==> config.mk <==
export PLATFORM = sky130hd
export DESIGN_NAME = icache_lookup
export DESIGN_NICKNAME = d
export VERILOG_FILES = /design/src/verilog/icache_pkg.sv /design/src/verilog/icache_lookup.sv
export SDC_FILE = /design/constraint.sdc
export NUM_CORES = 1
export LEC_CHECK = 0
export BUFFER_PORTS_ARGS = -buffer_cell sky130_fd_sc_hd__clkbuf_2
export CAP_MARGIN = 20
export CORE_AREA = 2 2 93 95
export DETAILED_ROUTE_END_ITERATION = 10
export DIE_AREA = 0 0 95 97
export PLACE_DENSITY_LB_ADDON = 0.05
export SLEW_MARGIN = 30
export SYNTH_ARGS = -nofsm -noshare
export SYNTH_HDL_FRONTEND = slang
export SYNTH_SLANG_ARGS = --single-unit
export TNS_END_PERCENT = 5
==> constraint.sdc <==
create_clock -name vclk -period 3.3
set_clock_uncertainty 0.05 [all_clocks]
set_input_delay 0.495 -clock vclk [all_inputs]
set_output_delay 0.495 -clock vclk [all_outputs]
set_load 0.02 [all_outputs]
==> src/verilog/icache_pkg.sv <==
//----------------------------------------------------------------------
// geometry, address fields and stored entry types of the instruction
// cache, referred to by scoped name from every cache module.
//----------------------------------------------------------------------
`default_nettype none

package icache_pkg;

    localparam int ADDR_W   = 32;
    localparam int INST_W   = 32;
    localparam int LINE_W   = 2 * INST_W;
    localparam int NUM_SETS = 64;
    localparam int INDEX_W  = $clog2(NUM_SETS);
    localparam int TAG_W    = ADDR_W - INDEX_W - $clog2(LINE_W / 8);

    typedef logic [ADDR_W-1:0]  addr_t;
    typedef logic [INST_W-1:0]  inst_t;
    typedef logic [LINE_W-1:0]  line_t;
    typedef logic [INDEX_W-1:0] index_t;
    typedef logic [TAG_W-1:0]   tag_t;
    typedef logic               way_t;

    // a fetch address split into its cache fields.
    typedef struct packed {
        tag_t       tag;
        index_t     index;
        logic       word;
        logic [1:0] byte_off;
    } addr_fields_t;

    typedef struct packed {
        logic valid;
        tag_t tag;
    } tag_entry_t;

    // one line write into the data arrays, seen also by the LRU logic.
    typedef struct packed {
        logic   we;
        way_t   way;
        index_t index;
        line_t  line;
    } fill_t;

    typedef enum logic [2:0] {
        ST_FLUSH,
        ST_IDLE,
        ST_LOOKUP,
        ST_COMPARE,
        ST_REFILL,
        ST_FILL
    } ctrl_state_t;

endpackage

`default_nettype wire

==> src/verilog/icache_lookup.sv <==
//----------------------------------------------------------------------
// hit test on both ways and instruction select from the hit line.
//----------------------------------------------------------------------
`default_nettype none

module icache_lookup (
    input  icache_pkg::tag_entry_t tag0_i,
    input  icache_pkg::tag_entry_t tag1_i,
    input  icache_pkg::line_t      line0_i,
    input  icache_pkg::line_t      line1_i,
    input  icache_pkg::addr_t      addr_i,
    output logic                   hit_o,
    output icache_pkg::way_t       hit_way_o,
    output icache_pkg::inst_t      inst_o
);

    icache_pkg::addr_fields_t addr_f;
    icache_pkg::line_t        sel_line;
    logic                     hit0;
    logic                     hit1;

    assign addr_f = addr_i;

    assign hit0 = tag0_i.valid && (tag0_i.tag == addr_f.tag);
    assign hit1 = tag1_i.valid && (tag1_i.tag == addr_f.tag);

    assign hit_o = hit0 || hit1;

    // way 0 takes precedence should both ways ever match.
    assign hit_way_o = hit0 ? 1'b0 : 1'b1;

    always_comb begin
        if (hit_way_o) begin
            sel_line = line1_i;
        end else begin
            sel_line = line0_i;
        end
    end

    // bit 2 of the address picks the upper or lower instruction.
    always_comb begin
        if (addr_f.word) begin
            inst_o = sel_line[2*icache_pkg::INST_W-1:icache_pkg::INST_W];
        end else begin
            inst_o = sel_line[icache_pkg::INST_W-1:0];
        end
    end

endmodule

`default_nettype wire

==> flow_summary.toml <==
[floorplan]
floorplan.initialDensity_pct = 16.27
die_h_um = 97
row_count = 33
pin_count = 242
die_area_um2 = 9215
design.core.area_um2 = 8134
die_x_um = 95

[route]
via_count = 1835
finalWirelength_um = 6392
avgViaCountPerCell = 4.209
drt_iter0_drc = 8
wl_per_cell_um = 14.66
firstDrtPassIters = 4
drc_errors = 0
ant_nets = 0

[logic_synthesis]
syn-num-nets = 310
synth_seq_area_share_pct = 0
ys_warn_count = 0
synthTopCellsByArea = "mux4_2, xor2_1, xnor2_1, mux4_1, buf_12"
yosysTopAreaCell = "mux4_2"
yosysUniqueCellTypes = 12
syn_area_um2 = 1324
synth_top_area_share_pct = 47.64
synth.avg_cell_area_um2 = 12.98
synthCells = 102

[pwr]
p_leak_nw = 1.397
switching_share_pct = 42.73
comb_power_share_pct = 100.0
pwr_density_cell_nw_per_um2 = 120.2
p_clk_share_pct = 0
design_power_total_uw = 309.1
p_seq_share_pct = 0
switchingPower_uw = 132.1
power.internal_uw = 177.0
ir_drop_uv = 38.20

[cts]
post-cts-setup-buffer-count = 0
ctsResizeCount = 0
cts_hold_buf = 0

[global_route]
grt_pass1_vias = 1927
grt_max_degree = 33
grt-ovfl-total = 0
grt_util_all_layers_pct = 12.75
antenna_found_initial = 0
grt_first_pass_wirelength_um = 9390

[finish]
multi_input_area_um2 = 1242
seq_area_um2 = 0
syn_to_final_growth_pct = 94.33
nNetsFinal = 541
diodes = 0
clockBufferCount = 0
num-fill-cells = 900
drive_gt1_share_pct = 80.06
layout_commonest_cell = "clkbuf_2"
seq_cells = 0
final_cell_mix = "clkbuf_2, mux4_2, xor2_1"

[critical_path]
cp-startpoint = "addr_i[22]"
crit_slowest_cell = "or3_2"
cp_max_fo = 22
critical_path.cell_chain = "clkbuf_2 -> xor2_1 -> nor4_1 -> nand4_1 -> or3_2 -> buf_12 -> mux4_1 -> clkbuf_2"
critPathCaptureType = "primary output"
max_stage_delay_ns = 0.49
crit_end = "inst_o[1]"
crit_path_start_kind = "primary input"
crit_arrival_ns = 2.61
required_ns = 2.75
crit_type = "in -> out"
cpMostUsedCell = "clkbuf_2"

[timing]
worst_pin_slew_ns = 0.8493
finalHoldViolations = 0
finalSetupViolCount = 0
final.setup.tns_ns = 0
slew-limit-headroom_pct = 43.38
fin_crit_sh_pct = 95.54
rsz0062_at_grt = "false"
fmax_mhz = 317.2
fin_crit_ns = 3.153
slew_violations = 0

[status]
status = "completed"

[hold_path]
worstHoldStart = "line0_i[0]"
hold_path.class = "in -> out"

[placement]
post-dp-hpwl_um = 6067
gp_congestion = 0.7625
port_buffers = 234

[flow_run]
maxCapViolations = 0
routing by layer:
| layer | track usage (%) | vias to the layer above | share of wire, % |
|---|---|---|---|
| met5 | 0 | - | 0 |
| met4 | 1.115 | 0 | 0.95 |
| met3 | 2.960 | 6 | 13 |
| met2 | 25.26 | 131 | 53 |
| met1 | 13.80 | 811 | 34 |
| li1 | - | 887 | - |
cell usage after synthesis:
library cell  count
xnor2_1          22
clkbuf_1          3
nor4_1            7
or3_1             1
mux4_2           28
xor2_1           24
nand2_1           1
buf_12            3
nand4_1           7
mux4_1            4
nand3_1           1
buf_6             1
per-stage QoR:
step | instance area, um^2 | hold WS [ns] | utilization (%) | instances | setup slack, ns
after floorplan | 1324 | 1.182 | - | 102 | 0.6500
after detailed placement | 2572 | 1.380 | 31.63 | 436 | 0.1149
after global placement | 2572 | 1.370 | 31.63 | 436 | 0.09581
after global routing | 2572 | 1.394 | 31.63 | 436 | 0.03642
after CTS | 2572 | 1.380 | 31.63 | 436 | 0.1124
final | 2572 | 1.377 | 31.63 | 436 | 0.1471
power by group through the flow:
stage          logic [mW]  registers (mW)  clock network, mW
2_1_floorplan       0.144               0                  0
3_3_place_gp        0.311               0                  0
3_5_place_dp        0.314               0                  0
4_1_cts             0.315               0                  0
5_1_grt             0.338               0                  0
6_report            0.309               0                  0
critical path: cells and delay by family:
family                 cells  cell delay, ns
multiplexers               1            0.48
buffers and inverters      3            0.49
XOR/XNOR                   1            0.15
AND/OR/NAND/NOR            3            0.99
worst min path at each step:
| stage | endpoint | slack [ns] | depth (start not counted) |
|---|---|---|---|
| floorplan | inst_o[0] | 1.18 | 1 |
| global placement | inst_o[0] | 1.37 | 3 |
| detailed placement | inst_o[0] | 1.38 | 3 |
| CTS | inst_o[0] | 1.38 | 3 |
| global route | inst_o[11] | 1.39 | 3 |
| finish | inst_o[0] | 1.38 | 3 |
kinds of logic (layout without fill, tap and decap cells):
group         after synthesis  after routing  synth area share [%]
buf+inv                     7            236                 6.238
simple gates               17             17                 7.750
mux                        32             32                 55.58
xor+xnor                   46             46                 30.43
layout make-up:
class	count	share of cell area [%]
multi-input combinational	95	48.30
timing repair buffer	236	46.60
tap	105	5.107
No activity file was read; power rests on OpenSTA's default activity.
