$ cat config.mk
export PLATFORM = sky130hd
export DESIGN_NAME = icache_sram
export DESIGN_NICKNAME = d
export VERILOG_FILES = /design/src/verilog/icache_sram.sv
export SDC_FILE = /design/constraint.sdc
export NUM_CORES = 1
export LEC_CHECK = 0
export BUFFER_PORTS_ARGS = -buffer_cell sky130_fd_sc_hd__buf_4
export CAP_MARGIN = 20
export CORE_ASPECT_RATIO = 0.5
export CORE_UTILIZATION = 25
export CTS_CLUSTER_DIAMETER = 200
export DETAILED_ROUTE_END_ITERATION = 16
export SLEW_MARGIN = 15
export SYNTH_ARGS = -nofsm -noshare
export SYNTH_HDL_FRONTEND = slang
export SYNTH_SLANG_ARGS = --single-unit
$ cat constraint.sdc
create_clock -name clk -period 2.4 [get_ports clk]
set_input_delay 0.48 -clock clk [delete_from_list [all_inputs] [get_ports clk]]
set_output_delay 0.48 -clock clk [all_outputs]
set_load 0.005 [all_outputs]
$ cat src/verilog/icache_sram.sv
//----------------------------------------------------------------------
// single port storage array, one access per cycle with registered
// read data; the entry type is set by the instantiating module.
//----------------------------------------------------------------------
`default_nettype none

module icache_sram #(
    parameter int  DEPTH   = 64,
    parameter type entry_t = logic
) (
    input  logic                     clk,
    input  logic [$clog2(DEPTH)-1:0] addr_i,
    input  logic                     we_i,
    input  entry_t                   wdata_i,
    output entry_t                   rdata_o
);

    entry_t mem [DEPTH];

    // a write also shows up on the read port in the next cycle, so the
    // controller can look up a line right after it was filled.
    always_ff @(posedge clk) begin
        if (we_i) begin
            mem[addr_i] <= wdata_i;
            rdata_o     <= wdata_i;
        end else begin
            rdata_o <= mem[addr_i];
        end
    end

endmodule

`default_nettype wire

==> flow_metrics.env, run 1 <==
export IMPL_synth_top_flop_cell="edfxtp_1"
export IMPL_tightest_slew_ns=0.547
export IMPL_total_power_mw=2.98
export IMPL_crit_type="reg2out"
export IMPL_grt_max_degree=65
export IMPL_overflow=0
export IMPL_die_y_um=79.6
export IMPL_period_minus_slack_ns=2.72
export IMPL_syn_nets=218
export IMPL_core_um2=11400
export IMPL_port_buffers=9
export IMPL_fmax_mhz=368
export IMPL_vias=1731
export IMPL_nets=230
export IMPL_finalInstanceArea_um2=3600
export IMPL_finalMaxSlewViolations=0
export IMPL_fin_crit_sh_pct=113
export IMPL_rows=27
export IMPL_p_leak_nw=1.11
export IMPL_crit_path_max_fanout=5
export IMPL_peakVddDrop_uv=367
export IMPL_place_area_um2=3270
export IMPL_wl_um=5960
export IMPL_initial_core_util_pct=26.6
export IMPL_synth_area_um2=3010
export IMPL_synth_distinct_cells=25
export IMPL_drive_above_1_share_pct=18.6
export IMPL_worstSetupEndpointType="output port"
export IMPL_synth_area_top_cells="edfxtp_1 (64%), nor2_1 (8.3%), mux4_2 (7.5%)"
export IMPL_cts_tree="yes"
export IMPL_maxSlewHeadroom_pct=63.6
export IMPL_yosysSeqAreaShare_pct=67.7
export IMPL_ys_seq_elements=70
export IMPL_clock_sinks=70
export IMPL_final_core_util_pct=31.7
export IMPL_hp_class="in2reg"
export IMPL_final_antenna_net_count=0
export IMPL_max_cap_viol_count=0
export IMPL_first_pass_iters=5
export IMPL_synthArstFlopShare_pct=0
export IMPL_synthCells=209
export IMPL_syn_avg_cell_area_um2=14.4
export IMPL_synth_top_area_cell="edfxtp_1"
export IMPL_cts_made_buffers=9
export IMPL_place_inst=369
export IMPL_grt_antenna_before_repair=0
export IMPL_drt_initial_drc_count=163
export IMPL_clk_pin_slew_ns=0.05
export IMPL_groute_usage_overall_pct=10.2
export IMPL_outcome="finished with violations"
export IMPL_grt_pass1_wl_um=9340
export IMPL_finalNonFillerCells=385
export IMPL_regMostFlops="mem"
export IMPL_synth_commonest_cells="nor2_1 (67), edfxtp_1 (64), clkbuf_1 (10), mux4_2 (10), nand3_1 (9)"
export IMPL_htree_num_levels=3
export IMPL_num_io_pins=10
export IMPL_crit_arrival_ns=2.24
export IMPL_cp_start_kind="flop"
export IMPL_die_width_um=157
export IMPL_largest_reg_flops=64
export IMPL_rsz0062_at_grt="yes"
export IMPL_grt_pass1_vias=1760
export IMPL_ctsRootBufferMaster="clkbuf_16"
export IMPL_die_area_um2=12500
export IMPL_vias_per_cell=4.50
export IMPL_violations="setup timing"
export IMPL_routabilityCongestion=0.740
export IMPL_n_antenna_cell=0
export IMPL_avgRoutedWirePerCell_um=15.5
export IMPL_synth_edf_count=64
export IMPL_power_density_nw_per_um2=828
export IMPL_yosysWarnings=0
export IMPL_yosysTopAreaCellShare_pct=63.8
export IMPL_drc=0
export IMPL_area_growth_pct=19.5
export IMPL_synth_most_common_cell="nor2_1"
export IMPL_dp_hpwl_um=3750
export IMPL_fin_ws_ns=-0.321
export IMPL_finalSetupViolCount=1
export IMPL_required_ns=1.92
export IMPL_reg_top3="mem: 64 flops"
export IMPL_cts_path_max_buffers=2
export IMPL_hold_viol=0
==> layer usage <==
| metal | vias up | routed length [um] | track usage (%) |
|---|---|---|---|
| li1 | 801 | - | - |
| met1 | 886 | 2600 | 12.6 |
| met2 | 38 | 3080 | 17.2 |
| met3 | 6 | 224 | 2.33 |
| met4 | 0 | 58 | 4.56 |
| met5 | - | 0 | 0 |
==> layout by cell type, fill, tap and decap left out, types with 2 or more instances in the layout <==
cell        n
a22oi_1     2
nor2_1     67
dfxtp_1     5
nor2b_1     5
nand3b_1    4
nand2_1     7
clkbuf_16   9
buf_4      12
mux4_1      4
nand3_1     9
edfxtp_1   64
mux4_2     13
bufinv_16   3
nand2b_1    2
nor3_1      2
nand4_1     3
==> cells by family (layout without fill, tap and decap cells) <==
kind of cell	after synthesis	after routing	share of synthesized area, %
AOI/OAI and AO/OA	6	6	1.54
muxes	17	17	13.6
buffers and inverters	12	29	1.78
DFF	70	70	67.7
and+or+nand+nor	104	104	15.4
==> worst max-delay path, cell delays in order (launching register included) <==
cell and delay [ns]:
dfxtp_4 0.38, mux4_2 0.50, mux4_2 0.48, or2_0 0.21, a32o_1 0.22, buf_4 0.14
==> path summary, 6_finish.rpt <==
path	slack, ns	cells after the start	start	endpoint
min	0.32	1	addr_i[2]	flop
max	-0.32	5	flop	rdata_o
==> area by class of cell <==
class	instances	area, um2
Timing Repair Buffer	13	110
Clock buffer	10	229
Clock inverter	6	110
Multi-Input combinational cell	127	907
Fill cell	1126	7750
Tap cell	159	199
Sequential cell	70	2050
==> through the flow <==
stage	setup TNS (ns)	worst slack, ns	hold slack (ns)
after floorplan	0	0.0525	0.508
after global routing	-0.378	-0.378	0.314
final	-0.321	-0.321	0.321
after detailed placement	-0.128	-0.128	0.645
after global placement	-0.105	-0.105	0.642
after CTS	-0.361	-0.361	0.310
==> power by group <==
part / total, mW / internal, mW / leakage [nW] / switching (mW)
Sequential: 1.35 / 1.34 / 0.627 / 0.00809
Combinational: 0.149 / 0.0621 / 0.320 / 0.0872
Clock: 1.48 / 1.01 / 0.160 / 0.468
Total: 2.98 / 2.42 / 1.11 / 0.563
==> timing repair <==
item | 4_1_cts | 5_1_grt
pin swaps | 1 | 1
gates resized for setup | 5 | 0
setup buffers | 0 | 0
endpoints found under the setup margin | 1 | 1
hold buffers | 0 | 0
(Power assumes the default switching activity.)
==> inputs of run 2 (changes only) <==
- CELL_PAD_IN_SITES_DETAIL_PLACEMENT: default -> 0
- CELL_PAD_IN_SITES_GLOBAL_PLACEMENT: default -> 2
- CTS_BUF_LIST: default -> sky130_fd_sc_hd__clkbuf_4 sky130_fd_sc_hd__clkbuf_8
- PLACE_DENSITY_LB_ADDON: default -> 0.1
==> run 2 against run 1 <==
The run still ends with setup timing left. Via count is 1.3% lower. Critical path depth stayed put. Sequential power hardly changed. Die area unchanged. Non-clock buffer count is 4 higher. Flip-flop and latch count did not move.
==> flow_metrics.env, run 2 (same netlist as run 1, synthesis figures left out) <==
export IMPL_fmax_mhz=360
export IMPL_reg_top3="mem: 64 flops"
export IMPL_avgRoutedWirePerCell_um=17.8
export IMPL_fin_crit_sh_pct=116
export IMPL_finalNonFillerCells=389
export IMPL_grt_max_degree=65
export IMPL_setup_tns_final_ns=-0.375
export IMPL_htree_num_levels=3
export IMPL_min_path_cells=1
export IMPL_vias_per_cell=4.39
export IMPL_die_area_um2=12500
export IMPL_required_ns=1.92
export IMPL_cp_start_kind="flop"
export IMPL_largest_reg_flops=64
export IMPL_finalMaxSlewViolations=0
export IMPL_crit_arrival_ns=2.30
export IMPL_crit_path_max_fanout=6
export IMPL_clk_pin_slew_ns=0.07
export IMPL_drc=0
export IMPL_overflow=0
export IMPL_rows=27
export IMPL_max_cap_viol_count=0
export IMPL_tightest_slew_ns=0.566
export IMPL_hold_viol=0
export IMPL_cts_tree="yes"
export IMPL_drive_above_1_share_pct=20.4
export IMPL_worstSetupEndpointType="output port"
export IMPL_violations="setup timing"
export IMPL_regMostFlops="mem"
export IMPL_final_common_cell="nor2_1"
export IMPL_groute_usage_overall_pct=12.7
export IMPL_grt_pass1_vias=1722
export IMPL_first_pass_iters=4
export IMPL_vias=1709
export IMPL_finalInstanceArea_um2=3500
export IMPL_final_antenna_net_count=0
export IMPL_rsz0062_at_grt="yes"
export IMPL_grt_pass1_wl_um=10900
export IMPL_clock_sinks=70
export IMPL_holdCritStartpoint="addr_i[2]"
export IMPL_port_buffers=9
export IMPL_area_growth_pct=16.0
export IMPL_fin_ws_ns=-0.375
export IMPL_period_minus_slack_ns=2.78
export IMPL_p_leak_nw=1.07
export IMPL_die_y_um=79.6
export IMPL_place_area_um2=3290
export IMPL_peakVddDrop_uv=227
export IMPL_place_inst=372
export IMPL_drt_initial_drc_count=132
export IMPL_power_density_nw_per_um2=712
export IMPL_finalSetupViolCount=1
export IMPL_dp_hpwl_um=4600
export IMPL_outcome="finished with violations"
export IMPL_layout_common_cells="nor2_1 (67), edfxtp_1 (64), buf_4 (16), mux4_2 (13), clkbuf_8 (11)"
export IMPL_routabilityCongestion=0.695
export IMPL_n_antenna_cell=0
export IMPL_grt_antenna_before_repair=0
export IMPL_cts_path_max_buffers=2
export IMPL_nets=234
export IMPL_worst_hold_slack_ns=0.294
export IMPL_cts_made_buffers=9
export IMPL_ctsRootBufferMaster="clkbuf_8"
export IMPL_wl_um=6940
export IMPL_initial_core_util_pct=26.6
export IMPL_crit_type="reg2out"
export IMPL_die_width_um=157
export IMPL_num_io_pins=10
export IMPL_core_um2=11400
export IMPL_maxSlewHeadroom_pct=62.3
export IMPL_hp_class="in2reg"
[run 2: cell count changes in the layout (fill, tap and decap cells not counted)]
cell | before | now
clkbuf_8 | 0 | 11
clkbuf_4 | 0 | 1
bufinv_16 | 3 | 1
clkinv_4 | 1 | 0
clkbuf_1 | 1 | 0
clkinv_2 | 0 | 1
buf_4 | 12 | 16
clkbuf_16 | 9 | 0
[run 2: metrics by stage]
| step | worst slack [ns] | util (%) | total power [mW] |
|---|---|---|---|
| after floorplan | 0.0525 | - | 1.46 |
| after global placement | -0.142 | 29.0 | 1.54 |
| after detailed placement | -0.224 | 29.0 | 1.54 |
| after CTS | -0.414 | 30.8 | 2.53 |
| after global routing | -0.488 | 30.8 | 2.59 |
| final | -0.375 | 30.8 | 2.49 |
[run 2: timing repair]
| item | in CTS | in global routing |
|---|---|---|
| buffers inserted | 1 | 0 |
| hold buffers | 0 | 0 |
| setup endpoints to repair | 1 | 1 |
| gates resized for setup | 5 | 0 |
| pin swaps | 0 | 0 |
[run 2: final cells by class]
type	instances	area, um2
clock buffers	12	159
fillers	1174	7850
multi-input cells	127	907
flip-flops and latches	70	2050
clock inverters	4	46.3
repair buffers	17	140
well taps	159	199
[run 2: how the worst max path moves through the flow]
stage	slack (ns)	cells after the start	end	from
2_1_floorplan	0.05	5	rdata_o	flop
3_3_place_gp	-0.14	5	rdata_o	flop
3_5_place_dp	-0.22	5	rdata_o	flop
4_1_cts	-0.41	5	rdata_o	flop
5_1_grt	-0.49	5	rdata_o	flop
6_report	-0.38	5	rdata_o	flop
[run 2: power breakdown]
| group | internal, mW | switching (mW) |
|---|---|---|
| registers | 1.34 | 0.00951 |
| clock network | 0.544 | 0.441 |
| logic | 0.0657 | 0.0908 |
[run 2: per-layer routing]
| layer | part of all wire [%] | vias to the layer above | global-route usage (%) |
|---|---|---|---|
| met1 | 52 | 868 | 17.9 |
| met4 | 0.81 | 0 | 4.08 |
| met2 | 44 | 20 | 18.2 |
| li1 | - | 815 | - |
| met5 | 0 | - | 0 |
| met3 | 3.6 | 6 | 4.07 |
[run 2: critical path, stage by stage (launching register included)]
cell	delay, ns
dfxtp_4	0.41
mux4_2	0.51
mux4_2	0.49
or2_0	0.21
a32o_1	0.21
buf_4	0.13
