`src/verilog/icache_pkg.sv`:
```
//----------------------------------------------------------------------
// geometry, address fields and stored entry types of the instruction
// cache, referred to by scoped name from every cache module.
//----------------------------------------------------------------------
`default_nettype none

package icache_pkg;

    localparam int ADDR_W   = 32;
    localparam int INST_W   = 32;
    localparam int LINE_W   = 2 * INST_W;
    localparam int NUM_SETS = 64;
    localparam int INDEX_W  = $clog2(NUM_SETS);
    localparam int TAG_W    = ADDR_W - INDEX_W - $clog2(LINE_W / 8);

    typedef logic [ADDR_W-1:0]  addr_t;
    typedef logic [INST_W-1:0]  inst_t;
    typedef logic [LINE_W-1:0]  line_t;
    typedef logic [INDEX_W-1:0] index_t;
    typedef logic [TAG_W-1:0]   tag_t;
    typedef logic               way_t;

    // a fetch address split into its cache fields.
    typedef struct packed {
        tag_t       tag;
        index_t     index;
        logic       word;
        logic [1:0] byte_off;
    } addr_fields_t;

    typedef struct packed {
        logic valid;
        tag_t tag;
    } tag_entry_t;

    // one line write into the data arrays, seen also by the LRU logic.
    typedef struct packed {
        logic   we;
        way_t   way;
        index_t index;
        line_t  line;
    } fill_t;

    typedef enum logic [2:0] {
        ST_FLUSH,
        ST_IDLE,
        ST_LOOKUP,
        ST_COMPARE,
        ST_REFILL,
        ST_FILL
    } ctrl_state_t;

endpackage

`default_nettype wire

```
`src/verilog/icache_replace.sv`:
```
//----------------------------------------------------------------------
// per set LRU bit and victim choice for the two way cache. the victim
// is valid for the index presented by the controller.
//----------------------------------------------------------------------
`default_nettype none

module icache_replace #(
    parameter int DEPTH = icache_pkg::NUM_SETS
) (
    input  logic               clk,
    input  logic               rst_n_i,
    input  icache_pkg::index_t index_i,
    input  logic               valid0_i,
    input  logic               valid1_i,
    input  logic               touch_i,
    input  icache_pkg::way_t   touch_way_i,
    input  icache_pkg::fill_t  fill_i,
    output icache_pkg::way_t   victim_o
);

    // lru_q names, per set, the way that was used less recently.
    logic [DEPTH-1:0] lru_q;

    always_ff @(posedge clk or negedge rst_n_i) begin
        if (!rst_n_i) begin
            lru_q <= '0;
        end else if (fill_i.we) begin
            lru_q[fill_i.index] <= ~fill_i.way;
        end else if (touch_i) begin
            lru_q[index_i] <= ~touch_way_i;
        end
    end

    // an empty way is always taken first, way 0 before way 1.
    always_comb begin
        if (!valid0_i) begin
            victim_o = 1'b0;
        end else if (!valid1_i) begin
            victim_o = 1'b1;
        end else begin
            victim_o = lru_q[index_i];
        end
    end

endmodule

`default_nettype wire

```
`config.mk`:
```
export PLATFORM = sky130hd
export DESIGN_NAME = icache_replace
export DESIGN_NICKNAME = d
export VERILOG_FILES = /design/src/verilog/icache_pkg.sv /design/src/verilog/icache_replace.sv
export SDC_FILE = /design/constraint.sdc
export NUM_CORES = 1
export LEC_CHECK = 0
export BUFFER_PORTS_ARGS = -buffer_cell sky130_fd_sc_hd__buf_2
export CAP_MARGIN = 20
export CORE_MARGIN = 3
export CORE_UTILIZATION = 40
export CTS_CLUSTER_DIAMETER = 80
export CTS_CLUSTER_SIZE = 25
export DETAILED_ROUTE_END_ITERATION = 6
export GPL_TIMING_DRIVEN = 0
export MAX_ROUTING_LAYER = met4
export PLACE_DENSITY = 0.73
export SETUP_SLACK_MARGIN = 0.4
export SYNTH_ARGS = -nofsm -noshare
export SYNTH_HDL_FRONTEND = slang
export SYNTH_SLANG_ARGS = --single-unit
```
`constraint.sdc`:
```
create_clock -name clk -period 3.35 [get_ports clk]
set_input_delay 0.335 -clock clk [delete_from_list [all_inputs] [get_ports clk]]
set_output_delay 0.335 -clock clk [all_outputs]
set_load 0.02 [all_outputs]
```
==> flow_summary.ini, run 1 <==
[die]
die_w_um = 112
start_util_pct = 41.3
die_y_um = 112
coreArea_um2 = 11000
io_pins = 85
row_count = 38
die_area_um2 = 12700

[global_route]
gr-total-overflow = 0
grt_util_all_layers_pct = 25.7
grt_pass1_wl_mm = 24.5
grt_antenna_before_repair = 0
grt_pass1_vias = 4473
grt_max_degree = 65

[clock_network]
cts_made_buffers = 9
post_cts_buffers = 0
clockRootBuffer = clkbuf_16
clk_path_buf_depth = 2
holdBufCountCts = 0
cts_sinks = 64
clk_latency_ps = 330
htree_levels = 3
clk_pin_slew_ps = 60
cts_resized = 0
cts_tree = yes

[synthesis]
synth-seq-area-share_pct = 35.3
syn_inst = 455
syn_area_per_cell_um2 = 9.97
synth_area_leader_cell = dfrtp_1
synthArstFlopShare_pct = 100
synth_area_leaders = dfrtp_1, o22ai_1, o221ai_1, mux2_1, o21a_1
netlist_top_cells_count = o22ai_1, dfrtp_1, o221ai_1
yosysWarnings = 0
synth_flop_cell = dfrtp_1
syn-cell-area_um2 = 4540
ys_seq_elements = 64
synth.distinct_cells = 50
synth_nets = 539
yosysMostFrequentCell = o22ai_1
yosysTopAreaCellShare_pct = 35.3
synth-edff-count = 0

[sta]
setup_viol = 0
hold_violations = 0
grt_setup_unrepaired = no
period_share_pct = 82.3
slew_viol_final = 0
clock-skew-final_ps = 0
tightest_slew_ps = 828
max_slew_margin_pct = 44.8
fin_setup_tns_ps = 0
fin_crit_ps = 2760
fmax_mhz = 363
holdWs_ps = 100

[cells_and_area]
final_area_um2 = 5060
utilization_pct = 46.0
antenna_cells = 0
reg_top3 = lru_q x64
drive_gt1_share_pct = 21.7
largest_reg_flops = 64
largest-register = lru_q
multi_input_area_um2 = 2650
register_area_um2 = 1600
fillers = 1010
fin_nets = 559
area_growth_pct = 11.5

[setup_path]
worst-r2r-setup-slack_ps = 2530
worstPathRequired_ps = 3010
end_kind = output pin
path_class = input pin to output pin
startpoint = index_i[1]
r2r_cells = 1
critPathLaunchType = input pin
rr_startpoint = lru_q[0]
critPathMaxFanout = 10
cp.arrival_ps = 2420
r2r_end = lru_q[0]

[pwr]
switchingPower_uw = 649
clockPowerShare_pct = 41.3
comb_power_share_pct = 17.3
vdd_drop_max_mv = 0.261
switching_share_pct = 28.5
internal_power_mw = 1.63
power.density_nw_per_um2 = 451
leakage_nw = 1.86
power_frac_seq_pct = 41.5

[routing]
drt_iter0_drc = 813
vias = 4433
wl_per_cell_um = 25.6
antenna_left = 0
firstDrtPassIters = 6
wl_mm = 15.9
via_per_inst = 7.15
drc_errors = 0

[status]
outcome = completed

[placed_design]
placed_area_um2 = 4760
io_buffers = 9
dp.final_hpwl_mm = 10.2
gp_congestion = 0.977

[run]
max-cap-violations = 0

[hold_path]
min_path_type = input pin to asynchronous set/reset pin
[layout by cell type (no fill, tap or decap), drive strengths merged, types with 12 or more instances in the layout]
cell	Yosys	layout
o22ai	95	95
dfrtp	64	64
buf	35	44
o221ai	37	37
o21a	34	34
mux2	34	34
clkbuf	11	20
nand2	19	19
nand3	13	13
or2	13	13
nand3b	12	12
[stage by stage]
step           total power, mW  std cells  setup WS, ps
3_5_place_dp              1.34        604           666
2_1_floorplan             1.21        455          1260
4_1_cts                   2.27        620           665
3_3_place_gp              1.32        604           668
6_report                  2.28        620           592
5_1_grt                   2.35        620           537
[cell type report]
cell class	count	share of cell area [%]
Multi-Input combinational cell	339	52.4
Sequential cell	64	31.7
Clock inverter	7	1.44
Timing Repair Buffer	9	0.940
Tap cell	140	3.46
Buffer	46	5.17
Clock buffer	9	4.45
Inverter	6	0.445
[worst max-delay path: stages]
cell	delay (ps)
buf_2	90
buf_2	230
buf_1	560
mux2i_1	260
o22ai_1	120
a211oi_1	450
a41oi_1	180
buf_2	190
[power groups by stage]
| stage | logic [mW] | registers, mW | clock network [mW] |
|---|---|---|---|
| 2_1_floorplan | 0.279 | 0.935 | 0 |
| 3_5_place_dp | 0.384 | 0.959 | 0 |
| 3_3_place_gp | 0.375 | 0.950 | 0 |
| 5_1_grt | 0.420 | 0.956 | 0.976 |
| 4_1_cts | 0.385 | 0.944 | 0.946 |
| 6_report | 0.394 | 0.946 | 0.942 |
[worst max path at each step]
stage	endpoint	slack, ps
floorplan	victim_o	1260
global placement	victim_o	670
detailed placement	victim_o	670
CTS	victim_o	670
global route	victim_o	540
finish	victim_o	590
[per-layer routing]
metal	vias to the layer above	part of all wire [%]	GRT usage, %
met5	-	0	-
met2	338	43	36.3
met3	122	12	7.55
li1	1862	-	-
met4	0	6.9	15.5
met1	2111	38	32.4
[logic make-up after synthesis]
| kind of cell | after synthesis | synth area share, % |
|---|---|---|
| AO/OA/AOI/OAI | 191 | 32.4 |
| AND/OR/NAND/NOR | 98 | 12.6 |
| flip-flops | 64 | 35.3 |
| buffers and inverters | 52 | 6.26 |
| multiplexers | 50 | 13.4 |
(Power assumes the default switching activity.)
==> inputs of run 2 (changes only) <==
--- a/config.mk
+++ b/config.mk
@@ -5,6 +5,7 @@
 export SDC_FILE = /design/constraint.sdc
 export NUM_CORES = 1
 export LEC_CHECK = 0
+export ABC_AREA = 1
 export BUFFER_PORTS_ARGS = -buffer_cell sky130_fd_sc_hd__buf_2
 export CAP_MARGIN = 20
 export CORE_MARGIN = 3
@@ -14,7 +15,7 @@
 export DETAILED_ROUTE_END_ITERATION = 6
 export GPL_TIMING_DRIVEN = 0
 export MAX_ROUTING_LAYER = met4
-export PLACE_DENSITY = 0.73
+export PLACE_DENSITY = 0.74
 export SETUP_SLACK_MARGIN = 0.4
 export SYNTH_ARGS = -nofsm -noshare
 export SYNTH_HDL_FRONTEND = slang
==> constraint.sdc (replaced) <==
create_clock -name clk -period 2.45 [get_ports clk]
set_input_delay 0.245 -clock clk [delete_from_list [all_inputs] [get_ports clk]]
set_output_delay 0.245 -clock clk [all_outputs]
set_load 0.02 [all_outputs]
==> run 2 against run 1 <==
Against the previous run: critical endpoint unchanged; sequential share of layout area is 3.7 points lower; core utilization is 0.91 points higher; critical path type is now flop to output pin; highest routed layer unchanged; die area is 11% higher; sequential cell count stayed put; non-clock buffer count is 5 lower; sequential power is 45% higher; clock power is 51% higher; clock skew stayed put; combinational power is 93% higher; critical path depth is 1 higher.
==> flow_summary.ini, run 2 <==
[synthesis]
synthArstFlopShare_pct = 100
synth-seq-area-share_pct = 31.5
synth_flop_cell = dfrtp_1
yosysMostFrequentCell = nand2_1
yosysTopAreaCellShare_pct = 31.5
synth_area_leader_cell = dfrtp_1
yosysWarnings = 0
syn_inst = 775
syn-cell-area_um2 = 5090
synth_area_leaders = dfrtp_1, nand2_1, o22ai_1, o21ai_0, inv_1
synth-edff-count = 0
syn_area_per_cell_um2 = 6.56
netlist_top_cells_count = nand2_1, inv_1, o21ai_0
ys_seq_elements = 64
synth_nets = 859
synth.distinct_cells = 36

[clock_network]
holdBufCountCts = 0
cts_sinks = 64
post_cts_buffers = 0
clk_latency_ps = 340
clockRootBuffer = clkbuf_16
cts_tree = yes
htree_levels = 3
clk_pin_slew_ps = 50
cts_made_buffers = 9
clk_path_buf_depth = 2

[global_route]
grt_max_degree = 65
grt_util_all_layers_pct = 26.1
gr-total-overflow = 0
use_met3_pct = 7.18
grt_pass1_wl_mm = 27.6
use_met2_pct = 37.5
grt_antenna_before_repair = 0
busiest_layer = met2
grt_use_met1_pct = 35.2
grt_pass1_vias = 4993

[setup_path]
critPathTopFamily = simple AND/OR/NAND/NOR gates
cp.arrival_ps = 1740
slowest_delay_ps = 350
worstPathRequired_ps = 2200
path_class = flop to output pin
critPathLaunchType = flop
r2r_cells = 1
cp_cell_sequence = inv_1 -> nand2_1 -> nand3_1 -> nand2_1 -> o21ai_0 -> nand3_1 -> nor2_1 -> a21oi_2 -> buf_2
slowest_stage = dfrtp_1
worstSetupPathDepth = 9
end_kind = output pin
critPathMaxFanout = 2
cp_num_buf_inv = 2

[routing]
vias = 5593
wl_mm = 17.7
firstDrtPassIters = 6
wl_per_cell_um = 18.2
drt_iter0_drc = 822
via_per_inst = 5.74
antenna_left = 0
drc_errors = 0

[sta]
slew_viol_final = 0
setup_viol = 0
setup_ws_ps = 464
period_share_pct = 81.1
fin_crit_ps = 1990
fin_setup_tns_ps = 0
max_slew_margin_pct = 39.7
fmax_mhz = 503
grt_setup_unrepaired = no
hold_violations = 0
clock-skew-final_ps = 0
tightest_slew_ps = 900

[placed_design]
dp.final_hpwl_mm = 12.4
place_worst_setup_slack_ps = 284
io_buffers = 15
gp_congestion = 1.03

[pwr]
power.density_nw_per_um2 = 620
vdd_drop_max_mv = 0.574
leakage_nw = 2.37

[cells_and_area]
area_growth_pct = 12.7
fillers = 1272
fin_nets = 885
final_common_cell = nand2_1
largest-register = lru_q
largest_reg_flops = 64
reg_top3 = lru_q x64
final_cell_mix = nand2_1, inv_1, o21ai_0, o22ai_1, dfrtp_1
antenna_cells = 0
drive_gt1_share_pct = 13.9

[die]
die_y_um = 119
die_area_um2 = 14100
coreArea_um2 = 12200
die_w_um = 119
io_pins = 85
row_count = 40
start_util_pct = 41.6

[run]
max-cap-violations = 0

[status]
outcome = completed

[hold_path]
min_path_type = input pin to asynchronous set/reset pin
[run 2: final cells by class]
class	instances	area [um^2]	area share, %
Multi-Input combinational cell	579	2950	51.5
Sequential cell	64	1600	27.9
Inverter	97	367	6.39
Clock buffer	11	243	4.23
Tap cell	168	210	3.67
Buffer	35	204	3.56
Clock inverter	5	80.1	1.40
Timing Repair Buffer	15	77.6	1.35
[run 2: metrics by stage]
stage | power (mW) | cells | hold slack [ps] | instance area [um^2] | util (%)
6_report | 3.55 | 974 | 14.4 | 5730 | 46.9
5_1_grt | 3.71 | 974 | 75.9 | 5730 | 46.9
4_1_cts | 3.54 | 974 | 49.4 | 5700 | 46.7
3_5_place_dp | 2.12 | 958 | 419 | 5370 | 44.0
3_3_place_gp | 2.11 | 958 | 470 | 5370 | 44.0
2_1_floorplan | 1.87 | 775 | -50.6 | 5090 | -
[run 2: cell families after synthesis]
family | Yosys count | share of synthesized area (%)
AND/OR/NAND/NOR | 383 | 34.2
AO/OA/AOI/OAI | 188 | 21.6
buffers and inverters | 132 | 10.9
flip-flops | 64 | 31.5
multiplexers | 8 | 1.77
[run 2: final timing paths]
path / from / endpoint / slack [ps]
worst max-delay path: lru_q[33] / victim_o / 460
worst min-delay path: rst_n_i / lru_q[40] / 10
worst max register to register: lru_q[42] / lru_q[42] / 1660
worst min register to register: lru_q[58] / lru_q[58] / 480
max in group asynchronous: rst_n_i / lru_q[2] / 1860
min in group clk: touch_way_i / lru_q[44] / 340
[run 2: where the power goes]
group | switching, mW | internal (mW) | total, mW | leakage [nW]
logic | 0.531 | 0.230 | 0.761 | 1.46
clock network | 0.502 | 0.916 | 1.42 | 0.152
registers | 0.0879 | 1.29 | 1.37 | 0.757
total | 1.12 | 2.43 | 3.55 | 2.37
[run 2: per-layer routing]
metal | up-vias | routed length [um]
li1 | 2634 | -
met1 | 2519 | 7070
met2 | 379 | 7630
met3 | 61 | 2360
met4 | 0 | 683
met5 | - | 0
[run 2: timing repair]
action / in CTS / in global routing
pin swaps: 0 / 1
resized for setup: 3 / 8
endpoints found under the setup margin: 1 / 1
