===== src/verilog/icache_pkg.sv =====
//----------------------------------------------------------------------
// geometry, address fields and stored entry types of the instruction
// cache, referred to by scoped name from every cache module.
//----------------------------------------------------------------------
`default_nettype none

package icache_pkg;

    localparam int ADDR_W   = 32;
    localparam int INST_W   = 32;
    localparam int LINE_W   = 2 * INST_W;
    localparam int NUM_SETS = 64;
    localparam int INDEX_W  = $clog2(NUM_SETS);
    localparam int TAG_W    = ADDR_W - INDEX_W - $clog2(LINE_W / 8);

    typedef logic [ADDR_W-1:0]  addr_t;
    typedef logic [INST_W-1:0]  inst_t;
    typedef logic [LINE_W-1:0]  line_t;
    typedef logic [INDEX_W-1:0] index_t;
    typedef logic [TAG_W-1:0]   tag_t;
    typedef logic               way_t;

    // a fetch address split into its cache fields.
    typedef struct packed {
        tag_t       tag;
        index_t     index;
        logic       word;
        logic [1:0] byte_off;
    } addr_fields_t;

    typedef struct packed {
        logic valid;
        tag_t tag;
    } tag_entry_t;

    // one line write into the data arrays, seen also by the LRU logic.
    typedef struct packed {
        logic   we;
        way_t   way;
        index_t index;
        line_t  line;
    } fill_t;

    typedef enum logic [2:0] {
        ST_FLUSH,
        ST_IDLE,
        ST_LOOKUP,
        ST_COMPARE,
        ST_REFILL,
        ST_FILL
    } ctrl_state_t;

endpackage

`default_nettype wire


===== src/verilog/icache_ctrl.sv =====
//----------------------------------------------------------------------
// cache FSM: request capture, lookup, refill, line write and the
// invalidation walk after reset or fence; drives all array ports.
//----------------------------------------------------------------------
`default_nettype none

module icache_ctrl #(
    parameter int DEPTH = icache_pkg::NUM_SETS
) (
    input  logic                   clk,
    input  logic                   rst_n_i,
    input  logic                   req_valid_i,
    input  icache_pkg::addr_t      req_addr_i,
    input  logic                   fence_i,
    output logic                   ready_o,
    output logic                   resp_valid_o,
    output icache_pkg::inst_t      resp_inst_o,
    output logic                   mem_req_o,
    output icache_pkg::addr_t      mem_addr_o,
    input  logic                   mem_resp_valid_i,
    input  icache_pkg::line_t      mem_resp_line_i,
    input  logic                   hit_i,
    input  icache_pkg::way_t       hit_way_i,
    input  icache_pkg::inst_t      hit_inst_i,
    input  icache_pkg::way_t       victim_i,
    output icache_pkg::index_t     array_index_o,
    output icache_pkg::fill_t      fill_o,
    output logic [1:0]             tag_we_o,
    output icache_pkg::tag_entry_t tag_wdata_o,
    output logic                   touch_o,
    output icache_pkg::way_t       touch_way_o,
    output icache_pkg::addr_t      held_addr_o
);

    localparam int CNT_W = $clog2(DEPTH);

    icache_pkg::ctrl_state_t  state_q;
    icache_pkg::ctrl_state_t  state_d;
    logic [CNT_W-1:0]         flush_cnt_q;
    icache_pkg::addr_t        held_addr_q;
    icache_pkg::addr_fields_t req_f;
    icache_pkg::addr_fields_t held_f;
    icache_pkg::line_t        line_q;
    logic                     hit_q;
    logic                     flush_done;
    logic                     accept;
    logic                     lookup_hit;

    assign req_f = req_addr_i;
    assign held_f = held_addr_q;

    assign flush_done = (flush_cnt_q == CNT_W'(DEPTH - 1));
    // a fence in the same cycle wins over a fetch.
    assign accept = (state_q == icache_pkg::ST_IDLE) && req_valid_i && !fence_i;
    assign lookup_hit = (state_q == icache_pkg::ST_LOOKUP) && hit_i;

    always_comb begin
        state_d = state_q;
        case (state_q)
            icache_pkg::ST_FLUSH: begin
                if (flush_done) begin
                    state_d = icache_pkg::ST_IDLE;
                end
            end
            icache_pkg::ST_IDLE: begin
                if (fence_i) begin
                    state_d = icache_pkg::ST_FLUSH;
                end else if (req_valid_i) begin
                    state_d = icache_pkg::ST_LOOKUP;
                end
            end
            icache_pkg::ST_LOOKUP: begin
                state_d = icache_pkg::ST_COMPARE;
            end
            icache_pkg::ST_COMPARE: begin
                if (hit_q) begin
                    state_d = icache_pkg::ST_IDLE;
                end else begin
                    state_d = icache_pkg::ST_REFILL;
                end
            end
            icache_pkg::ST_REFILL: begin
                if (mem_resp_valid_i) begin
                    state_d = icache_pkg::ST_FILL;
                end
            end
            icache_pkg::ST_FILL: begin
                state_d = icache_pkg::ST_LOOKUP;
            end
            default: begin
                state_d = icache_pkg::ST_FLUSH;
            end
        endcase
    end

    always_ff @(posedge clk or negedge rst_n_i) begin
        if (!rst_n_i) begin
            state_q      <= icache_pkg::ST_FLUSH;
            flush_cnt_q  <= '0;
            hit_q        <= 1'b0;
            resp_valid_o <= 1'b0;
        end else begin
            state_q      <= state_d;
            resp_valid_o <= lookup_hit;
            if (state_q == icache_pkg::ST_FLUSH) begin
                flush_cnt_q <= flush_cnt_q + 1'b1;
            end else begin
                flush_cnt_q <= '0;
            end
            if (state_q == icache_pkg::ST_LOOKUP) begin
                hit_q <= hit_i;
            end
        end
    end

    always_ff @(posedge clk) begin
        if (accept) begin
            held_addr_q <= req_addr_i;
        end
        if ((state_q == icache_pkg::ST_REFILL) && mem_resp_valid_i) begin
            line_q <= mem_resp_line_i;
        end
        if (lookup_hit) begin
            resp_inst_o <= hit_inst_i;
        end
    end

    assign ready_o = (state_q == icache_pkg::ST_IDLE);
    assign mem_req_o = (state_q == icache_pkg::ST_REFILL);
    assign mem_addr_o = {held_f.tag, held_f.index, 3'b000};
    assign held_addr_o = held_addr_q;

    // in idle the arrays already read the set of the incoming request.
    always_comb begin
        case (state_q)
            icache_pkg::ST_FLUSH: array_index_o = icache_pkg::index_t'(flush_cnt_q);
            icache_pkg::ST_IDLE:  array_index_o = req_f.index;
            default:              array_index_o = held_f.index;
        endcase
    end

    always_comb begin
        case (state_q)
            icache_pkg::ST_FLUSH: tag_we_o = 2'b11;
            icache_pkg::ST_FILL:  tag_we_o = {victim_i, ~victim_i};
            default:              tag_we_o = 2'b00;
        endcase
        tag_wdata_o.valid = (state_q == icache_pkg::ST_FILL);
        tag_wdata_o.tag   = held_f.tag;
    end

    always_comb begin
        fill_o.we    = (state_q == icache_pkg::ST_FILL);
        fill_o.way   = victim_i;
        fill_o.index = held_f.index;
        fill_o.line  = line_q;
    end

    assign touch_o = lookup_hit;
    assign touch_way_o = hit_way_i;

endmodule

`default_nettype wire


===== config.mk =====
export PLATFORM = sky130hd
export DESIGN_NAME = icache_ctrl
export DESIGN_NICKNAME = d
export VERILOG_FILES = /design/src/verilog/icache_pkg.sv /design/src/verilog/icache_ctrl.sv
export SDC_FILE = /design/constraint.sdc
export NUM_CORES = 1
export LEC_CHECK = 0
export ABC_AREA = 1
export BUFFER_PORTS_ARGS = -buffer_cell sky130_fd_sc_hd__buf_2
export CORE_AREA = 2 2 132 134
export DETAILED_ROUTE_END_ITERATION = 10
export DIE_AREA = 0 0 134 136
export REMOVE_ABC_BUFFERS = 1
export SYNTH_ARGS = -nofsm -noshare
export SYNTH_HDL_FRONTEND = slang
export SYNTH_SLANG_ARGS = --single-unit
export TNS_END_PERCENT = 10

===== constraint.sdc =====
create_clock -name clk -period 4.45 [get_ports clk]
set_clock_uncertainty 0.2 [all_clocks]
set_input_delay 0.445 -clock clk [delete_from_list [all_inputs] [get_ports clk]]
set_output_delay 0.445 -clock clk [all_outputs]
set_load 0.005 [all_outputs]

==> run metrics, run 1 <==
initial antenna violation count 1; post-synth top area cell edfxtp_1; Crit path required time 3.81 ns; Post-Layout Inst Area 8330 sq um; P_leak 3.66 nW; DR vias/cell between 4 and 5; Die Y 136 um; Wirelength per Cell around 15 um; DR DRC count 0; largest net degree at the start of global routing 41; Cell Pwr Density 354 nW/um^2; critical path class flip-flop to output pin; Switch Pwr 624 uW; fraction of registers with async set or reset after synthesis 0.0791; Slew headroom 0.539; IO buf count approximately 340; Clock power frac 0.466; Final period util 0.609; FP Rows 48; pins over their slew limit 0; Synth Flop Type edfxtp_1; area delta synth->final 66.1%; Clk pin slew, worst setup/hold paths 0.06 ns; top cells by count, synth 128 x edfxtp_1, 64 x buf_4, 31 x nand2_1; P_int around 2.3 mW; DP Worst Slack ~1.9 ns; Iteration-0 DRC Markers 146; synthesis warning total 0; Setup crit end kind output pin; metal2 WL around 7400 um; Yosys reg bits 139; Die Wd between 100 and 150 um; core area 16900 sq um; later-pin clock latency in the skew report 0.41 ns; Yosys cell types 24; worst path arrival time 2.07 ns; sequential share of power 0.483; Slew @ Worst Pin between 0.6 and 0.7 ns; I/O Pins 341; Max Cap Viol 0; max frequency 369 MHz; antenna-violating nets left 0; cell total after placement 794; Critical Path Source Type flip-flop; vias 3845; Num CTS Buffers 17; RSZ-0062 raised after global routing no; number of flops mapped to enable cells by yosys 128; dpl cell area 6540 sq um; setup tns final 0 ns; fin util 0.494; met3 WL 1380 um; DP HPWL a little under 10000 um; Final #Nets 845; Starting Density 0.297; Finished Layout Cells around 950; gpl congestion ~0.86; metal1 wirelength about 5100 um; Max Used Layer met5; crit path max fanout 21; routed wire length 14200 um; Syn Inst Count 293; CTS H-tree depth 4; Sw Share 0.211; die area approximately 18000 sq um; Yosys top cell area share 0.766; clk sinks 139; Seq/Total Area, Yosys 0.821; first-pass GRT wire length 20200 um; CTS tree done; Total Routing Usage GR 0.149; vias in the first global route 3870; combinational power share 0.051; Mapped Area ~5000 sq um; CTS Buffer Depth 2; final worst slack 1.74 ns; diode count 0; grt ovf 0; drt pass-1 iters 4; status finished clean; Hold Crit Class primary input to flip-flop; peak supply drop 236 uV; root buf cell clkbuf_16; number of fill cells 1465; post_cts resized 0; Tmin final 2.71 ns; syn_area_per_cell 17.1 sq um; layout cell share with drive strength beyond 1 0.534; final setup vio count 0; synth top area cells edfxtp_1 77%, buf_4 9.6%, dfrtp_1 5.5%, nand2_1 2.3%, inv_1 0.90%; count leader, synth edfxtp_1; Final Hold Vio Count 0
==> cell usage in the layout (no fill, tap or decap), drive strengths merged, types with 3 or more instances in the layout <==
| cell | n |
|---|---|
| conb | 3 |
| dfrtp | 11 |
| buf | 338 |
| a21oi | 6 |
| clkbuf | 17 |
| edfxtp | 128 |
| o21ai | 5 |
| inv | 22 |
| clkinv | 7 |
| nand2 | 34 |
| nor2 | 12 |
| dlygate4sd3 | 120 |
| nand3 | 8 |
==> power groups by stage <==
stage          logic [mW]  registers (mW)  clock network, mW
2_1_floorplan     0.00166            1.45                  0
3_3_place_gp       0.0636            1.45                  0
3_5_place_dp       0.0656            1.45                  0
4_1_cts             0.148            1.43               1.41
5_1_grt             0.163            1.42               1.46
6_report            0.151            1.43               1.37
==> flip-flops by register name, summed over array words and instances, names as in the netlist <==
register and flops:
resp_inst_o 32, flush_cnt_q 6, resp_valid_o 1, hit_q 1, line_q 64, held_addr_o 32
state_q 3
==> cell families after synthesis <==
| logic type | share of synthesized area |
|---|---|
| buffers and inverters | 0.109 |
| AND/OR/NAND/NOR | 0.0471 |
| adder cells (fa/ha/maj) | 0.00249 |
| AO/OA/AOI/OAI | 0.0192 |
| flip-flops | 0.821 |
| other | 0.000748 |
==> final timing paths <==
check / depth (start not counted) / slack, ns / start / to
worst max-delay path: 6 / 1.74 / state_q[1]$_DFFE_PN0P_ / touch_o
worst min-delay path: 1 / 0.02 / hit_inst_i[4] / resp_inst_o[4]$_DFFE_PP_
worst max register to register: 6 / 1.93 / state_q[1]$_DFFE_PN0P_ / line_q[62]$_DFFE_PP_
worst min register to register: 1 / 0.29 / flush_cnt_q[0]$_DFF_PN0_ / flush_cnt_q[0]$_DFF_PN0_
max in group asynchronous: 2 / 3.57 / rst_n_i / state_q[2]$_DFFE_PN0P_
min in group asynchronous: 2 / 0.26 / rst_n_i / flush_cnt_q[0]$_DFF_PN0_
==> metrics by stage <==
| stage | hold slack [ns] | total power, mW |
|---|---|---|
| floorplan | -0.0506 | 1.46 |
| detailed placement | 0.130 | 1.52 |
| global placement | 0.134 | 1.52 |
| finish | 0.0206 | 2.95 |
| CTS | 0.00136 | 2.99 |
| global route | 0.00132 | 3.05 |
==> critical path: stages, from the launching register on <==
cell	delay, ns
dfrtp_1	0.39
inv_1	0.08
nor2_1	0.17
nand2_1	0.15
nor2_4	0.34
buf_4	0.35
buf_2	0.17
==> layout make-up <==
type                       instances  area, sq um  share of cell area
sequential                       139         4120               0.494
timing repair buffer             458         2900               0.348
clock buffer                      17          425              0.0511
multi-input combinational         75          377              0.0452
tap                              225          282              0.0338
clock inverter                    15          160              0.0192
inverter                          17         67.6             0.00811
==> routing by layer <==
metal | vias up | track usage
met5 | - | 0
met4 | 2 | 0.0727
met3 | 25 | 0.0570
met1 | 1796 | 0.152
met2 | 216 | 0.269
li1 | 1806 | -
==> what timing repair did <==
action / 4_1_cts / 5_1_grt
hold endpoints to repair: 129 / 1
buffers inserted: 0 / 0
hold buffers: 119 / 1
No activity file was read; power rests on OpenSTA's default activity.
==> run 2: changes to the inputs <==
--- a/config.mk
+++ b/config.mk
@@ -7,9 +7,9 @@
 export LEC_CHECK = 0
 export ABC_AREA = 1
 export BUFFER_PORTS_ARGS = -buffer_cell sky130_fd_sc_hd__buf_2
-export CORE_AREA = 2 2 132 134
+export CORE_AREA = 2 2 131 133
 export DETAILED_ROUTE_END_ITERATION = 10
-export DIE_AREA = 0 0 134 136
+export DIE_AREA = 0 0 133 135
 export REMOVE_ABC_BUFFERS = 1
 export SYNTH_ARGS = -nofsm -noshare
 export SYNTH_HDL_FRONTEND = slang
==> constraint.sdc (replaced) <==
create_clock -name clk -period 2.3 [get_ports clk]
set_clock_uncertainty 0.2 [all_clocks]
set_input_delay 0.23 -clock clk [delete_from_list [all_inputs] [get_ports clk]]
set_output_delay 0.23 -clock clk [all_outputs]
set_load 0.005 [all_outputs]
==> run metrics, run 2 (same netlist as run 1, synthesis figures left out) <==
CTS Buffer Depth 2 (unchanged); critical-path cell list nor2_1 -> nand2_2 -> inv_4 -> a21oi_1 -> o21ai_1 -> buf_2 (was inv_1 -> nor2_1 -> nand2_1 -> nor2_4 -> buf_4 -> buf_2); Cell Pwr Density 686 nW/um^2 (was 354 nW/um^2); vias 3919 (was 3845); cell total after placement 794 (unchanged); Finished Layout Cells 957 (was 946); flop2flop setup slack 0.34 ns (was 1.93 ns); vias in the first global route 3998 (was 3870); max reg flops 64 (unchanged); first-pass GRT wire length 21100 um (was 20200 um); largest net degree at the start of global routing 35 (was 41); Final #Nets 860 (was 845); later-pin clock latency in the skew report 0.41 ns (about the same); status finished clean (unchanged); Iteration-0 DRC Markers 160 (was 146); final setup vio count 0 (unchanged); Final period util 0.918; antenna-violating nets left 0 (unchanged); Total Routing Usage GR 0.156 (was 0.149); die area 18000 sq um (was 18200 sq um); most common cell after layout, fill and taps aside buf_2 (unchanged); Post-Layout Inst Area 8510 sq um (was 8330 sq um); total power 5.84 mW (was 2.95 mW); crit path max fanout 10 (was 21); Die Y 135 um (was 136 um); peak supply drop 505 uV (was 236 uV); gpl congestion 0.848 (was 0.864); initial antenna violation count 1 (unchanged); most frequent cells in the layout 335 x buf_2, 130 x dlygate4sd3_1, 128 x edfxtp_1 (was 335 x buf_2, 128 x edfxtp_1, 120 x dlygate4sd3_1); max frequency 474 MHz; Tmin final roughly 2.1 ns; FP Rows 47 (was 48); dpl cell area 6590 sq um (was 6540 sq um); Final Hold Vio Count 0 (unchanged); Max Cap Viol 0 (unchanged); Critical Path Max Stage Delay 0.41 ns (was 0.39 ns); Fin Hold WS 0.0152 ns (was 0.0206 ns); critical path class flip-flop to output pin (unchanged); grt ovf 0 (unchanged); Wirelength per Cell 15.1 um (was 15.0 um); CTS tree done (unchanged); CTS H-tree depth 4 (unchanged); Die Wd 133 um (was 134 um); DR vias/cell 4.10 (was 4.06); FF-to-FF path depth 6 (unchanged); r2r startpoint state_q[1]$_DFFE_PN0P_ (unchanged); CP startpoint state_q[1]$_DFFE_PN0P_ (unchanged); IO buf count 335 (unchanged); Setup crit end kind output pin (unchanged); Num CTS Buffers 17 (unchanged); RSZ-0062 raised after global routing no (unchanged); worst path arrival time 1.68 ns (was 2.07 ns); core area 16400 sq um (was 16900 sq um); drt pass-1 iters 4 (unchanged); Starting Density 0.306 (was 0.297); area delta synth->final 69.6% (was 66.1%); Critical Path Source Type flip-flop (unchanged); Hold Crit Class primary input to asynchronous set/reset pin (was primary input to flip-flop); Clk pin slew, worst setup/hold paths 0.06 ns (about the same); pins over their slew limit 0 (unchanged); DP Worst Slack 0.348 ns (was 1.86 ns); Reg with most FFs line_q (unchanged); worst reg2reg path endpoint line_q[14]$_DFFE_PP_ (was line_q[62]$_DFFE_PP_); I/O Pins 341 (unchanged); CP max stage cell dfrtp_1 (unchanged); DP HPWL 10200 um (was 9680 um); Crit path required time 1.87 ns (was 3.81 ns); final worst slack 0.188 ns (was 1.74 ns); P_leak 3.73 nW (was 3.66 nW); capture point of the worst path array_index_o[0] (was touch_o); routed wire length 14500 um (was 14200 um); root buf cell clkbuf_16 (unchanged); DR DRC count 0 (unchanged); layout cell share with drive strength beyond 1 0.530 (was 0.534); clk sinks 139 (unchanged)
## run 2: cell types whose count changed in the layout (fill, tap and decap cells not counted), moves of 3 or more
| cell | change |
|---|---|
| buf_4 | +3 |
| dlygate4sd3_1 | +10 |
| inv_8 | -3 |
| clkbuf_1 | +3 |
## run 2: layout make-up
cell class	instances	area, sq um
fillers	1415	7900
flip-flops and latches	139	4120
repair buffers	473	3060
clock buffers	20	437
multi-input cells	75	382
well taps	220	275
clock inverters	12	164
inverters	17	67.6
diodes	1	2.50
## run 2: layer usage
metal  routed length [um]  up-vias  GRT usage
met5                    0        -          0
met4                  280        0     0.0621
met3                  976       20     0.0420
met2                 7850      189      0.288
met1                 5350     1873      0.171
li1                     -     1837          -
## run 2: how the worst min path moves through the flow
| stage | from | end | slack [ns] | cells after the start |
|---|---|---|---|---|
| CTS | rst_n_i | flush_cnt_q[5]$_DFF_PN0_ | 0.005 | 2 |
| finish | rst_n_i | flush_cnt_q[5]$_DFF_PN0_ | 0.02 | 2 |
| floorplan | rst_n_i | flush_cnt_q[0]$_DFF_PN0_ | -0.27 | 0 |
| global placement | rst_n_i | flush_cnt_q[5]$_DFF_PN0_ | -0.08 | 1 |
| detailed placement | rst_n_i | flush_cnt_q[5]$_DFF_PN0_ | -0.08 | 1 |
| global route | rst_n_i | flush_cnt_q[3]$_DFF_PN0_ | 0.04 | 2 |
## run 2: repair_timing
item	CTS	global route
endpoints found under the setup margin	1	1
resized for setup	1	4
buffers inserted	0	0
pin swaps	0	0
hold buffers	130	0
endpoints found under the hold margin	140	0
## run 2: worst max-delay path: cells and delay by family, from the launching register on
kind            cells  cell delay, ns
compound gates      2            0.21
simple gates        2            0.35
flops               1            0.41
buf+inv             2            0.30
## run 2: metrics by stage
step,util,setup TNS (ns)
finish,0.519,0
global route,0.519,0
CTS,0.518,0
detailed placement,0.402,0
global placement,0.402,0
floorplan,-,-170.11
## run 2: where the power goes
part           switching (mW)  internal [mW]
registers                   0           2.76
clock network            1.05           1.72
logic                  0.0801          0.224
